[config.mk]
export PLATFORM = sky130hd
export DESIGN_NAME = armController
export DESIGN_NICKNAME = d
export VERILOG_FILES = /design/src/common/armIsaPkg.sv /design/src/common/ctrlPipePkg.sv /design/src/decode/instrDecoder.sv /design/src/execute/condExecute.sv /design/src/result/statusWriteback.sv /design/src/source/armController.sv
export VERILOG_INCLUDE_DIRS = /design/src /design/src/common
export SDC_FILE = /design/constraint.sdc
export NUM_CORES = 1
export LEC_CHECK = 0
export BUFFER_PORTS_ARGS = -buffer_cell sky130_fd_sc_hd__buf_2
export CORE_ASPECT_RATIO = 0.6
export CORE_MARGIN = 8
export CORE_UTILIZATION = 52
export DETAILED_ROUTE_END_ITERATION = 8
export PLACE_DENSITY = 0.77
export SETUP_SLACK_MARGIN = 0.3
export SYNTH_ARGS = -nofsm -noshare
export SYNTH_HDL_FRONTEND = slang
export SYNTH_SLANG_ARGS = --single-unit
[constraint.sdc]
create_clock -name clk -period 3.2 [get_ports clk]
set_input_delay 0.64 -clock clk [delete_from_list [all_inputs] [get_ports clk]]
set_output_delay 0.64 -clock clk [all_outputs]
set_load 0.05 [all_outputs]
[src/common/ctrl_params.svh]
`ifndef CTRL_PARAMS_SVH
`define CTRL_PARAMS_SVH

// ============================================================
// Instruction word layout
// ============================================================
`define INSTR_W    32
`define COND_MSB   31   // Condition field
`define COND_LSB   28
`define CLASS_MSB  27   // Coarse class, bits 27:26
`define CLASS_LSB  26
`define I_BIT      25   // Immediate operand, or register offset for LDR/STR
`define OPC_MSB    24   // Data processing opcode
`define OPC_LSB    21
`define U_BIT      23   // Offset added when set
`define B_BIT      22   // Byte transfer
`define S_BIT      20   // Set flags on data processing
`define L_BIT      20   // Load when set, same bit as S
`define RD_MSB     15   // Destination register
`define RD_LSB     12
`define SH_REG_BIT 4    // Register-specified shift or multiply space

// ============================================================
// Status flags and register numbers
// ============================================================
`define FLAG_W     4
`define FLAG_N     3
`define FLAG_Z     2
`define FLAG_C     1
`define FLAG_V     0
`define RD_PC      15   // R15 is the PC

`endif

[src/common/armIsaPkg.sv]
`include "ctrl_params.svh"

package armIsaPkg;

  // ============================================================
  // Plain vectors
  // ============================================================
  typedef logic [`INSTR_W-1:0] instrT;        // Raw instruction word
  typedef logic [`FLAG_W-1:0]  flagsT;        // {N, Z, C, V}
  typedef logic [3:0]          byteMaskT;     // One bit per byte lane
  typedef logic [1:0]          byteOffsetT;   // Address bits 1:0

  // ============================================================
  // Field encodings
  // ============================================================

  // Condition codes, in ARM encoding order
  typedef enum logic [`COND_MSB-`COND_LSB:0] {
    condEq, condNe,   // Z set / clear
    condCs, condCc,   // C set / clear
    condMi, condPl,   // N set / clear
    condVs, condVc,   // V set / clear
    condHi, condLs,   // Unsigned higher / lower or same
    condGe, condLt,   // Signed compares
    condGt, condLe,
    condAl, condNv    // Always / never
  } condT;

  // Data processing opcodes, bits 24:21
  typedef enum logic [`OPC_MSB-`OPC_LSB:0] {
    opAnd, opEor, opSub, opRsb,
    opAdd, opAdc, opSbc, opRsc,
    opTst, opTeq, opCmp, opCmn,   // Flags only, no Rd write
    opOrr, opMov, opBic, opMvn
  } aluOpT;

  typedef enum logic [`CLASS_MSB-`CLASS_LSB:0] {
    dataProc  = 2'b00,
    memAccess = 2'b01,   // LDR / STR
    branch    = 2'b10,   // B, shares the slot with LDM/STM
    other     = 2'b11    // Coprocessor and SWI
  } instrClassT;

endpackage

[src/common/ctrlPipePkg.sv]
package ctrlPipePkg;

  // ============================================================
  // Decode stage bundle
  // ============================================================
  typedef struct packed {
    logic [1:0]       regSrc;       // [1] Rd as 2nd read (STR), [0] PC as Rn (B)
    logic [1:0]       immSrc;       // 00 rotated imm8, 01 imm12, 10 imm24
    logic             aluSrc;       // Immediate as operand B
    armIsaPkg::aluOpT aluControl;
    logic             flagWrite;    // S bit of a data processing op
    logic             memtoReg;
    logic             regWrite;
    logic             memWrite;
    logic             branch;
    logic             byteAccess;   // LDRB / STRB
    logic             pcSrc;        // Writes R15
  } decodeCtrlT;

  // Memory stage, already gated by the condition
  typedef struct packed {
    logic                  memWrite;
    logic                  memtoReg;
    logic                  regWrite;
    logic                  pcSrc;
    logic                  byteAccess;
    armIsaPkg::byteOffsetT byteOffset;
    armIsaPkg::byteMaskT   byteMask;   // Lane enables for the data memory
    logic                  setFlags;
    armIsaPkg::flagsT      nextFlags;
  } memCtrlT;

  // Writeback stage
  typedef struct packed {
    logic                  memtoReg;
    logic                  regWrite;
    logic                  pcSrc;
    logic                  loadByte;     // Datapath extracts one byte
    armIsaPkg::byteOffsetT byteOffset;
    logic                  setFlags;
    armIsaPkg::flagsT      nextFlags;
  } wbCtrlT;

endpackage

[src/decode/instrDecoder.sv]
`timescale 1ns/1ps
`include "ctrl_params.svh"

module instrDecoder (
  input  armIsaPkg::instrT        instrD,
  output ctrlPipePkg::decodeCtrlT decodeCtrl,
  output logic                    pcSrcD
);

  armIsaPkg::instrClassT          instrClass;
  armIsaPkg::aluOpT               opcode;
  logic [`RD_MSB-`RD_LSB:0]       rd;
  logic                           isCompare;   // TST, TEQ, CMP, CMN
  logic                           dpLegal;     // Data processing form we support

  // ============================================================
  // Field extraction
  // ============================================================
  assign instrClass = armIsaPkg::instrClassT'(instrD[`CLASS_MSB:`CLASS_LSB]);
  assign opcode     = armIsaPkg::aluOpT'(instrD[`OPC_MSB:`OPC_LSB]);
  assign rd         = instrD[`RD_MSB:`RD_LSB];

  assign isCompare = opcode inside {armIsaPkg::opTst, armIsaPkg::opTeq,
                                    armIsaPkg::opCmp, armIsaPkg::opCmn};

  // Register-shifted, multiply and halfword forms have bit 4 set in the
  // register form; compares without S are MRS/MSR/BX space
  assign dpLegal = (instrD[`I_BIT] | ~instrD[`SH_REG_BIT]) &
                   ~(isCompare & ~instrD[`S_BIT]);

  // ============================================================
  // Control word per class
  // ============================================================
  always_comb begin
    decodeCtrl            = '0;                      // No-op unless a group matches
    decodeCtrl.aluControl = armIsaPkg::opAdd;

    case (instrClass)
      armIsaPkg::dataProc: begin
        if (dpLegal) begin
          decodeCtrl.immSrc     = 2'b00;             // Rotated imm8
          decodeCtrl.aluSrc     = instrD[`I_BIT];
          decodeCtrl.aluControl = opcode;
          decodeCtrl.flagWrite  = instrD[`S_BIT];
          decodeCtrl.regWrite   = ~isCompare;        // Compares only touch flags
        end
      end

      armIsaPkg::memAccess: begin
        // I and bit 4 both set is the undefined space
        if (~(instrD[`I_BIT] & instrD[`SH_REG_BIT])) begin
          decodeCtrl.regSrc     = {~instrD[`L_BIT], 1'b0};   // STR reads Rd
          decodeCtrl.immSrc     = 2'b01;                     // imm12 offset
          decodeCtrl.aluSrc     = ~instrD[`I_BIT];           // I clear means immediate here
          decodeCtrl.aluControl = instrD[`U_BIT] ? armIsaPkg::opAdd : armIsaPkg::opSub;
          decodeCtrl.memtoReg   = instrD[`L_BIT];
          decodeCtrl.regWrite   = instrD[`L_BIT];
          decodeCtrl.memWrite   = ~instrD[`L_BIT];
          decodeCtrl.byteAccess = instrD[`B_BIT];
        end
      end

      armIsaPkg::branch: begin
        if (instrD[`I_BIT]) begin                    // LDM/STM have I clear
          decodeCtrl.regSrc = 2'b01;                 // PC as base
          decodeCtrl.immSrc = 2'b10;                 // imm24 word offset
          decodeCtrl.aluSrc = 1'b1;
          decodeCtrl.branch = 1'b1;
        end
      end

      default: begin
        // Coprocessor and SWI stay a no-op
      end
    endcase

    // Any write to R15 redirects fetch
    decodeCtrl.pcSrc = decodeCtrl.branch | (decodeCtrl.regWrite & (rd == `RD_PC));
  end

  assign pcSrcD = decodeCtrl.pcSrc;   // Hazard side copy

endmodule

[src/execute/condExecute.sv]
`timescale 1ns/1ps
`include "ctrl_params.svh"

module condExecute (
  input  logic                    clk,
  input  logic                    rstN,
  input  logic                    stallE,
  input  logic                    flushE,
  input  ctrlPipePkg::decodeCtrlT decodeCtrl,
  input  armIsaPkg::condT         condD,
  input  armIsaPkg::flagsT        aluFlagsE,
  input  armIsaPkg::byteOffsetT   aluAddrE,
  input  armIsaPkg::flagsT        fwdFlags,   // Newest NZCV, forwarded
  output armIsaPkg::aluOpT        aluControlE,
  output logic                    aluSrcE,
  output logic                    branchTakenE,
  output logic                    pcSrcE,     // Ungated, for PC-write pending
  output ctrlPipePkg::memCtrlT    memCtrlE
);

  ctrlPipePkg::decodeCtrlT ctrlE;
  armIsaPkg::condT         condE;
  armIsaPkg::byteMaskT     byteMaskE;
  logic                    flagN, flagZ, flagC, flagV;
  logic                    geE;         // Signed greater or equal
  logic                    condExE;     // Condition passes

  // ============================================================
  // D to E register
  // ============================================================
  always_ff @(posedge clk) begin
    if (!rstN) begin
      ctrlE <= '0;
      condE <= armIsaPkg::condEq;
    end else if (!stallE) begin         // Enable first, then clear
      if (flushE) begin
        ctrlE <= '0;                    // Bubble
        condE <= armIsaPkg::condEq;
      end else begin
        ctrlE <= decodeCtrl;
        condE <= condD;
      end
    end
  end

  // ============================================================
  // Condition check
  // ============================================================
  assign flagN = fwdFlags[`FLAG_N];
  assign flagZ = fwdFlags[`FLAG_Z];
  assign flagC = fwdFlags[`FLAG_C];
  assign flagV = fwdFlags[`FLAG_V];
  assign geE   = (flagN == flagV);

  always_comb begin
    case (condE)
      armIsaPkg::condEq: condExE = flagZ;
      armIsaPkg::condNe: condExE = ~flagZ;
      armIsaPkg::condCs: condExE = flagC;
      armIsaPkg::condCc: condExE = ~flagC;
      armIsaPkg::condMi: condExE = flagN;
      armIsaPkg::condPl: condExE = ~flagN;
      armIsaPkg::condVs: condExE = flagV;
      armIsaPkg::condVc: condExE = ~flagV;
      armIsaPkg::condHi: condExE = flagC & ~flagZ;
      armIsaPkg::condLs: condExE = ~(flagC & ~flagZ);
      armIsaPkg::condGe: condExE = geE;
      armIsaPkg::condLt: condExE = ~geE;
      armIsaPkg::condGt: condExE = ~flagZ & geE;
      armIsaPkg::condLe: condExE = ~(~flagZ & geE);
      armIsaPkg::condAl: condExE = 1'b1;
      default:           condExE = 1'b0;   // NV
    endcase
  end

  // Byte store or load hits one lane, words hit all four
  assign byteMaskE = ctrlE.byteAccess ? armIsaPkg::byteMaskT'(4'b0001 << aluAddrE) : '1;

  // ============================================================
  // Gated bundle towards memory
  // ============================================================
  always_comb begin
    memCtrlE.memWrite   = ctrlE.memWrite & condExE;
    memCtrlE.memtoReg   = ctrlE.memtoReg;
    memCtrlE.regWrite   = ctrlE.regWrite & condExE;
    memCtrlE.pcSrc      = ctrlE.pcSrc & condExE;
    memCtrlE.byteAccess = ctrlE.byteAccess;
    memCtrlE.byteOffset = aluAddrE;
    memCtrlE.byteMask   = byteMaskE;
    memCtrlE.setFlags   = ctrlE.flagWrite & condExE;
    memCtrlE.nextFlags  = ctrlE.flagWrite ? aluFlagsE : fwdFlags;   // Else carry current
  end

  assign aluControlE  = ctrlE.aluControl;
  assign aluSrcE      = ctrlE.aluSrc;
  assign branchTakenE = ctrlE.branch & condExE;
  assign pcSrcE       = ctrlE.pcSrc;

endmodule

[src/result/statusWriteback.sv]
`timescale 1ns/1ps

module statusWriteback (
  input  logic                 clk,
  input  logic                 rstN,
  input  logic                 stallM,
  input  logic                 stallW,
  input  logic                 flushW,
  input  ctrlPipePkg::memCtrlT memCtrlE,
  input  logic                 pcSrcD,
  input  logic                 pcSrcE,
  output logic                 memWriteM,
  output logic                 memtoRegM,
  output logic                 regWriteM,
  output armIsaPkg::byteMaskT  byteMaskM,
  output ctrlPipePkg::wbCtrlT  wbCtrl,
  output armIsaPkg::flagsT     fwdFlags,
  output armIsaPkg::flagsT     flagsW,      // Architectural NZCV
  output logic                 pcWrPendingF
);

  ctrlPipePkg::memCtrlT memCtrlM;
  ctrlPipePkg::wbCtrlT  wbCtrlNext;
  armIsaPkg::flagsT     nzcv;

  // ============================================================
  // Memory stage
  // ============================================================
  always_ff @(posedge clk) begin
    if (!rstN) memCtrlM <= '0;
    else if (!stallM) memCtrlM <= memCtrlE;     // Hold only, never flushed
  end

  assign memWriteM = memCtrlM.memWrite;
  assign memtoRegM = memCtrlM.memtoReg;
  assign regWriteM = memCtrlM.regWrite;
  assign byteMaskM = memCtrlM.byteMask;

  always_comb begin
    wbCtrlNext.memtoReg   = memCtrlM.memtoReg;
    wbCtrlNext.regWrite   = memCtrlM.regWrite;
    wbCtrlNext.pcSrc      = memCtrlM.pcSrc;
    wbCtrlNext.loadByte   = memCtrlM.byteAccess & memCtrlM.memtoReg;   // LDRB only
    wbCtrlNext.byteOffset = memCtrlM.byteOffset;
    wbCtrlNext.setFlags   = memCtrlM.setFlags;
    wbCtrlNext.nextFlags  = memCtrlM.nextFlags;
  end

  // ============================================================
  // Writeback stage and status register
  // ============================================================
  always_ff @(posedge clk) begin
    if (!rstN || flushW) wbCtrl <= '0;          // Flush wins over stall here
    else if (!stallW) wbCtrl <= wbCtrlNext;
  end

  always_ff @(posedge clk) begin
    if (!rstN) nzcv <= '0;
    else if (wbCtrl.setFlags && !stallW) nzcv <= wbCtrl.nextFlags;
  end

  // Youngest pending update first
  assign fwdFlags = memCtrlM.setFlags ? memCtrlM.nextFlags :
                    wbCtrl.setFlags   ? wbCtrl.nextFlags   : nzcv;
  assign flagsW   = nzcv;

  // Fetch must wait while any R15 write is still in flight
  assign pcWrPendingF = pcSrcD | pcSrcE | memCtrlM.pcSrc;

endmodule

[src/source/armController.sv]
`timescale 1ns/1ps
`include "ctrl_params.svh"

module armController (
  input  logic                  clk,
  input  logic                  rstN,
  input  armIsaPkg::instrT      instrD,
  // From datapath
  input  armIsaPkg::flagsT      aluFlagsE,
  input  armIsaPkg::byteOffsetT aluAddrE,
  // From hazard unit
  input  logic                  stallE,
  input  logic                  flushE,
  input  logic                  stallM,
  input  logic                  stallW,
  input  logic                  flushW,
  // Decode
  output logic [1:0]            regSrcD,
  output logic [1:0]            immSrcD,
  // Execute
  output armIsaPkg::aluOpT      aluControlE,
  output logic                  aluSrcE,
  output logic                  branchTakenE,
  // Memory
  output logic                  memWriteM,
  output logic                  memtoRegM,
  output logic                  regWriteM,
  output armIsaPkg::byteMaskT   byteMaskM,
  // Writeback
  output logic                  regWriteW,
  output logic                  memtoRegW,
  output logic                  pcSrcW,
  output logic                  loadByteW,
  output armIsaPkg::byteOffsetT byteOffsetW,
  output armIsaPkg::flagsT      flagsW,
  output logic                  pcWrPendingF   // To hazard unit
);

  ctrlPipePkg::decodeCtrlT decodeCtrl;
  ctrlPipePkg::memCtrlT    memCtrlE;
  ctrlPipePkg::wbCtrlT     wbCtrl;
  armIsaPkg::flagsT        fwdFlags;
  logic                    pcSrcD;
  logic                    pcSrcE;

  instrDecoder u_decode (
    .instrD     (instrD),
    .decodeCtrl (decodeCtrl),
    .pcSrcD     (pcSrcD)
  );

  condExecute u_execute (
    .clk          (clk),
    .rstN         (rstN),
    .stallE       (stallE),
    .flushE       (flushE),
    .decodeCtrl   (decodeCtrl),
    .condD        (armIsaPkg::condT'(instrD[`COND_MSB:`COND_LSB])),
    .aluFlagsE    (aluFlagsE),
    .aluAddrE     (aluAddrE),
    .fwdFlags     (fwdFlags),
    .aluControlE  (aluControlE),
    .aluSrcE      (aluSrcE),
    .branchTakenE (branchTakenE),
    .pcSrcE       (pcSrcE),
    .memCtrlE     (memCtrlE)
  );

  statusWriteback u_result (
    .clk          (clk),
    .rstN         (rstN),
    .stallM       (stallM),
    .stallW       (stallW),
    .flushW       (flushW),
    .memCtrlE     (memCtrlE),
    .pcSrcD       (pcSrcD),
    .pcSrcE       (pcSrcE),
    .memWriteM    (memWriteM),
    .memtoRegM    (memtoRegM),
    .regWriteM    (regWriteM),
    .byteMaskM    (byteMaskM),
    .wbCtrl       (wbCtrl),
    .fwdFlags     (fwdFlags),
    .flagsW       (flagsW),
    .pcWrPendingF (pcWrPendingF)
  );

  // Datapath selects straight from decode
  assign regSrcD = decodeCtrl.regSrc;
  assign immSrcD = decodeCtrl.immSrc;

  assign regWriteW   = wbCtrl.regWrite;
  assign memtoRegW   = wbCtrl.memtoReg;
  assign pcSrcW      = wbCtrl.pcSrc;
  assign loadByteW   = wbCtrl.loadByte;
  assign byteOffsetW = wbCtrl.byteOffset;

endmodule

==> results.json, run 1 <==
{
  "clock_skew_ns": 0.00441,
  "async_flop_share_pct": 0,
  "power_density_nw_per_um2": 390,
  "dp.cells": 385,
  "fin_crit_ns": 2.93,
  "wire_per_inst_um": 15.1,
  "antenna_cells": 0,
  "grt.total_usage_pct": 16.5,
  "ys_types": 44,
  "postRouteAntennaNets": 0,
  "die_h_um": 69.7,
  "drv_cap": 0,
  "ys.flop_type": "dfxtp_1",
  "cts_hold_buf": 0,
  "dp_slack_ns": 0.341,
  "worst_slew_pin_slew_ns": 0.649,
  "place_hpwl_um": 4410,
  "cts_num_sinks": 47,
  "place_congestion": 0.815,
  "yosys.area.top_type": "dfxtp_1",
  "cts.htree.levels": 2,
  "crit_type": "register to output pin",
  "clkLatencyLatePin_ns": 0.30,
  "initial_core_util_pct": 54.4,
  "ys_seq_area_share_pct": 37.7,
  "hold_violations": 0,
  "cts_tree": "built",
  "vias": 2165,
  "tns_ns": 0,
  "hold_class": "register to register",
  "slew_viol_final": 0,
  "syn_area_per_cell_um2": 8.70,
  "cp-start-kind": "register",
  "final_cell_mix": "buf_2, dfxtp_1, nor2b_1, nand2_1, nor2_1",
  "rsz0062_at_grt": "yes",
  "yosysTopAreaCellShare_pct": 37.7,
  "worst_ep_arrival_time_ns": 2.29,
  "die_width_um": 105,
  "port_buffers": 57,
  "cts_root_buf": "clkbuf_8",
  "synth_edf_count": 0,
  "p_leak_nw": 1.21,
  "end_kind": "output pin",
  "status": "complete, no violations",
  "viasPerCell": 5.49,
  "area_growth_pct": 16.0,
  "setup_viol": 0,
  "die_area_um2": 7350,
  "synthCells": 287,
  "core_um2": 4590,
  "synth_fp_nets": 336,
  "fmaxAchievable_mhz": 341,
  "peakVddDrop_uv": 215,
  "drc_errors": 0,
  "critPathMaxFanout": 3,
  "slew_headroom_pct": 56.7,
  "grt_pass1_wl_um": 10300,
  "worstPathRequired_ns": 2.56,
  "min_period_over_period_pct": 91.5,
  "layout_commonest_cell": "buf_2",
  "drive_above_1_share_pct": 25.4,
  "fp-row-count": 19,
  "drt_wl_total_um": 5970,
  "syn_area_um2": 2500,
  "pin_count": 73,
  "setup_ws_ns": 0.272,
  "finalNonFillerCells": 394,
  "grt_antenna_before_repair": 0,
  "grt_max_degree": 46,
  "yosysWarnings": 0,
  "grt_overflow": 0,
  "fin_nets": 379,
  "cts-buffers-inserted": 5,
  "drt_iter0_drc": 98,
  "ys_top_cells_by_area": "dfxtp_1, mux2i_1, nor2b_1",
  "clk_pin_slew_worst_paths_ns": 0.09,
  "clock_path_buffers": 2,
  "ys_ff_latch": 47,
  "grt_pass1_vias": 2174,
  "first_pass_iters": 4
}
timing repair:
| action | in CTS | in global routing |
|---|---|---|
| gates resized for setup | 9 | 3 |
| pin swaps | 1 | 0 |
| endpoints found under the setup margin | 1 | 2 |
| buffers inserted | 1 | 0 |
area by class of cell:
class | instances | area (µm²)
Fill cell | 410 | 1690
Multi-Input combinational cell | 206 | 1410
Sequential cell | 47 | 946
Timing Repair Buffer | 63 | 339
Tap cell | 63 | 78.8
Clock buffer | 5 | 68.8
Inverter | 7 | 26.3
Clock inverter | 3 | 23.8
state kept, by name, indices dropped and copies added (netlist names), 2 cells and up:
signal / count
u_execute.aluControlE: 4
u_execute.memCtrlE: 2
u_result.flagsW: 4
u_execute.condE: 4
u_result.byteMaskM: 4
u_execute.ctrlE: 4
u_result.memCtrlM: 9
u_result.wbCtrl: 11
metrics by stage:
step / cell area, µm² / utilization [%] / power, mW / hold slack, ns
finish: 2900 / 63.1 / 1.13 / 0.494
detailed placement: 2750 / 60.0 / 0.771 / 0.478
global route: 2900 / 63.1 / 1.17 / 0.526
floorplan: 2500 / - / 0.729 / 0.455
CTS: 2890 / 63.0 / 1.14 / 0.501
global placement: 2750 / 60.0 / 0.767 / 0.459
per-layer routing:
layer,up-vias,wire length [µm],global-route usage (%)
met1,1023,2880,21.5
met5,-,0,0
met2,52,2700,26.1
li1,1080,-,-
met4,0,53,3.77
met3,10,336,4.73
where the power goes:
part / switching, mW / total (mW) / leakage (nW) / internal [mW]
sequential: 0.0125 / 0.609 / 0.383 / 0.597
clock: 0.213 / 0.369 / 0.0408 / 0.156
combinational: 0.0963 / 0.151 / 0.785 / 0.0551
total: 0.322 / 1.13 / 1.21 / 0.808
worst paths after layout:
kind	startpoint	endpoint	slack, ns	cells after the start
setup / recovery	u_result.wbCtrl[4]	branchTakenE	0.27	7
hold / removal	u_result.wbCtrl[8]	u_result.wbCtrl[8]	0.49	2
setup reg to reg	u_result.wbCtrl[4]	u_result.memCtrlM[12]	0.90	7
hold reg to reg	u_result.wbCtrl[8]	u_result.wbCtrl[8]	0.49	2
kinds of logic after synthesis:
family	after synthesis	share of synthesized area, %
XOR/XNOR	5	1.75
multiplexers	28	12.7
adder cells (fa/ha/maj)	4	2.01
flip-flops	47	37.7
buffers and inverters	34	6.97
AND/OR/NAND/NOR	108	21.8
AO/OA/AOI/OAI	61	17.1
cells in the mapped netlist (2+ instances only):
cell type,n
dfxtp_1,47
nor2b_1,30
nand2_1,25
mux2i_1,23
nor2_1,23
clkbuf_1,14
a21oi_1,12
o21ai_0,12
buf_4,10
a22oi_1,9
nand3_1,8
o211ai_1,8
inv_1,6
nand2b_1,6
nor3_1,5
ha_1,4
o211a_1,4
o311ai_1,4
and2_1,3
xnor2_1,3
a211oi_1,2
a22o_1,2
mux2_4,2
mux4_2,2
nand3b_1,2
nor3b_1,2
xor2_1,2
worst max-delay path, cell delays in order (launching register included):
cell and delay, ns:
dfxtp_4 0.37, mux2_4 0.31, mux4_2 0.47, a22o_1 0.20, a22o_4 0.27, nor3_4 0.12
a21boi_2 0.08, buf_6 0.17
Power figures use the tool's default switching activity.
==> inputs of run 2 (changes only) <==
==> constraint.sdc (replaced) <==
create_clock -name clk -period 3.2 [get_ports clk]
set_input_delay 0.32 -clock clk [delete_from_list [all_inputs] [get_ports clk]]
set_output_delay 0.32 -clock clk [all_outputs]
set_load 0.05 [all_outputs]
==> run 2 against run 1 <==
- final area is 1.5% lower
- sequential power about the same
- count of clock-buffer cells in the layout stayed put
- via count shrank 0.83%
- clock skew up 0.0019 ns
- first-iteration DRC count is 18% higher
- routed wire length is 4.8% lower
- hold slack got worse by 0.22 ns
- setup slack better by 0.13 ns
- cell count is 1.0% lower
- die area unchanged
- critical path type unchanged
- critical endpoint unchanged
- largest power group unchanged
- highest routed layer unchanged
==> results.json, run 2 (synthesis gave the netlist of run 1 again) <==
{
  "final_cell_mix": "buf_2, dfxtp_1, nor2b_1, nand2_1",
  "hold_depth": 3,
  "cp-startpoint": "u_result.wbCtrl[4]",
  "port_buffers": 57,
  "grt_pass1_wl_um": 9540,
  "initial_core_util_pct": 54.4,
  "slew_headroom_pct": 55.0,
  "hold_violations": 0,
  "grt_max_degree": 46,
  "drc_errors": 0,
  "cts_root_buf": "clkbuf_8",
  "rsz0062_at_grt": "no",
  "pin_count": 73,
  "critPathMaxFanout": 7,
  "power_density_nw_per_um2": 420,
  "place_congestion": 0.829,
  "area_growth_pct": 14.3,
  "clock_path_buffers": 2,
  "tns_ns": 0,
  "final_util_pct": 62.2,
  "cts.htree.levels": 2,
  "drive_above_1_share_pct": 22.9,
  "clk_pin_slew_worst_paths_ns": 0.09,
  "num-fill-cells": 395,
  "hold_class": "primary input to register",
  "p_leak_nw": 1.20,
  "grt.total_usage_pct": 15.5,
  "crit_end": "branchTakenE",
  "peakVddDrop_uv": 273,
  "postRouteAntennaNets": 0,
  "fp-row-count": 19,
  "worst_ep_arrival_time_ns": 2.47,
  "antenna_cells": 0,
  "core_um2": 4590,
  "first_pass_iters": 4,
  "setup_viol": 0,
  "layout_commonest_cell": "buf_2",
  "largest_register": "u_result.wbCtrl",
  "rrSetupSlack_ns": 0.99,
  "cts_hold_buf": 0,
  "end_kind": "output pin",
  "clock_skew_ns": 0.00636,
  "drt_iter0_drc": 116,
  "fin_nets": 375,
  "top_regs": "u_result.wbCtrl x11, u_result.memCtrlM x9",
  "reg2reg_from": "u_result.wbCtrl[4]",
  "cts_num_sinks": 47,
  "worstPathRequired_ns": 2.88,
  "die_area_um2": 7350,
  "drt_wl_total_um": 5680,
  "post-cts-setup-buffers": 0,
  "vias": 2147,
  "drv_cap": 0,
  "cts_tree": "built",
  "die_h_um": 69.7,
  "wire_per_inst_um": 14.6,
  "status": "complete, no violations",
  "min_period_over_period_pct": 87.3,
  "place_hpwl_um": 4320,
  "viasPerCell": 5.51,
  "worst_r2r_path_depth": 6,
  "grt_antenna_before_repair": 0,
  "grt_overflow": 0,
  "cts-buffers-inserted": 5,
  "crit_type": "register to output pin",
  "fin_crit_ns": 2.79,
  "largest_reg_flops": 11,
  "cp-start-kind": "register",
  "clkLatencyLatePin_ns": 0.30,
  "grt_pass1_vias": 2015,
  "reg2reg_to": "u_result.memCtrlM[12]",
  "fmaxAchievable_mhz": 358,
  "die_width_um": 105,
  "slew_viol_final": 0,
  "worst_slew_pin_slew_ns": 0.675
}
run 2: how the worst min path moves through the flow:
stage                                from               endpoint  slack, ns
finish                         instrD[29]     u_execute.condE[1]       0.28
global route                   instrD[29]     u_execute.condE[1]       0.28
CTS                            instrD[29]     u_execute.condE[1]       0.27
detailed placement     u_result.wbCtrl[7]     u_result.wbCtrl[7]       0.48
global placement    u_result.byteMaskM[0]  u_result.byteMaskM[0]       0.46
floorplan           u_result.byteMaskM[0]  u_result.byteMaskM[0]       0.46
run 2: routing by layer:
metal  part of all wire (%)  track usage, %
met5                      0               0
met4                   0.70            3.30
met3                    6.8            5.01
met2                     45            23.9
met1                     48            20.5
run 2: final cells by class:
cell class                 instances  area [µm²]  share of cell area (%)
tap                               63        78.8                    2.76
clock inverter                     3        47.5                    1.67
sequential                        47         945                    33.1
multi-input combinational        206        1390                    48.6
timing repair buffer              59         300                    10.5
clock buffer                       5        68.8                    2.41
inverter                           7        26.3                   0.921
run 2: critical path: stages, from the launching register on:
cell and delay, ns:
dfxtp_4 0.41, mux2_4 0.32, mux4_2 0.47, a22o_1 0.19
a22o_1 0.30, nor3_1 0.15, a21boi_1 0.09, buf_2 0.23
run 2: timing repair:
item                       in CTS  in global routing
setup endpoints to repair       1                  1
gates resized for setup         1                  2
pin swaps                       0                  0
run 2: through the flow:
step           hold slack, ns  power (mW)  setup WS [ns]  cells  cell area [µm²]
2_1_floorplan           0.455       0.729          0.412    287             2500
3_3_place_gp            0.459       0.766          0.599    382             2730
3_5_place_dp            0.479       0.769          0.586    382             2730
4_1_cts                 0.273        1.21          0.356    390             2850
5_1_grt                 0.283        1.26          0.304    390             2850
6_report                0.277        1.20          0.405    390             2850
run 2: report_power, final:
part	switching [mW]	internal, mW	leakage [nW]	total, mW
clock	0.207	0.237	0.0587	0.443
combinational	0.0939	0.0525	0.757	0.146
sequential	0.0121	0.597	0.383	0.609
total	0.313	0.886	1.20	1.20
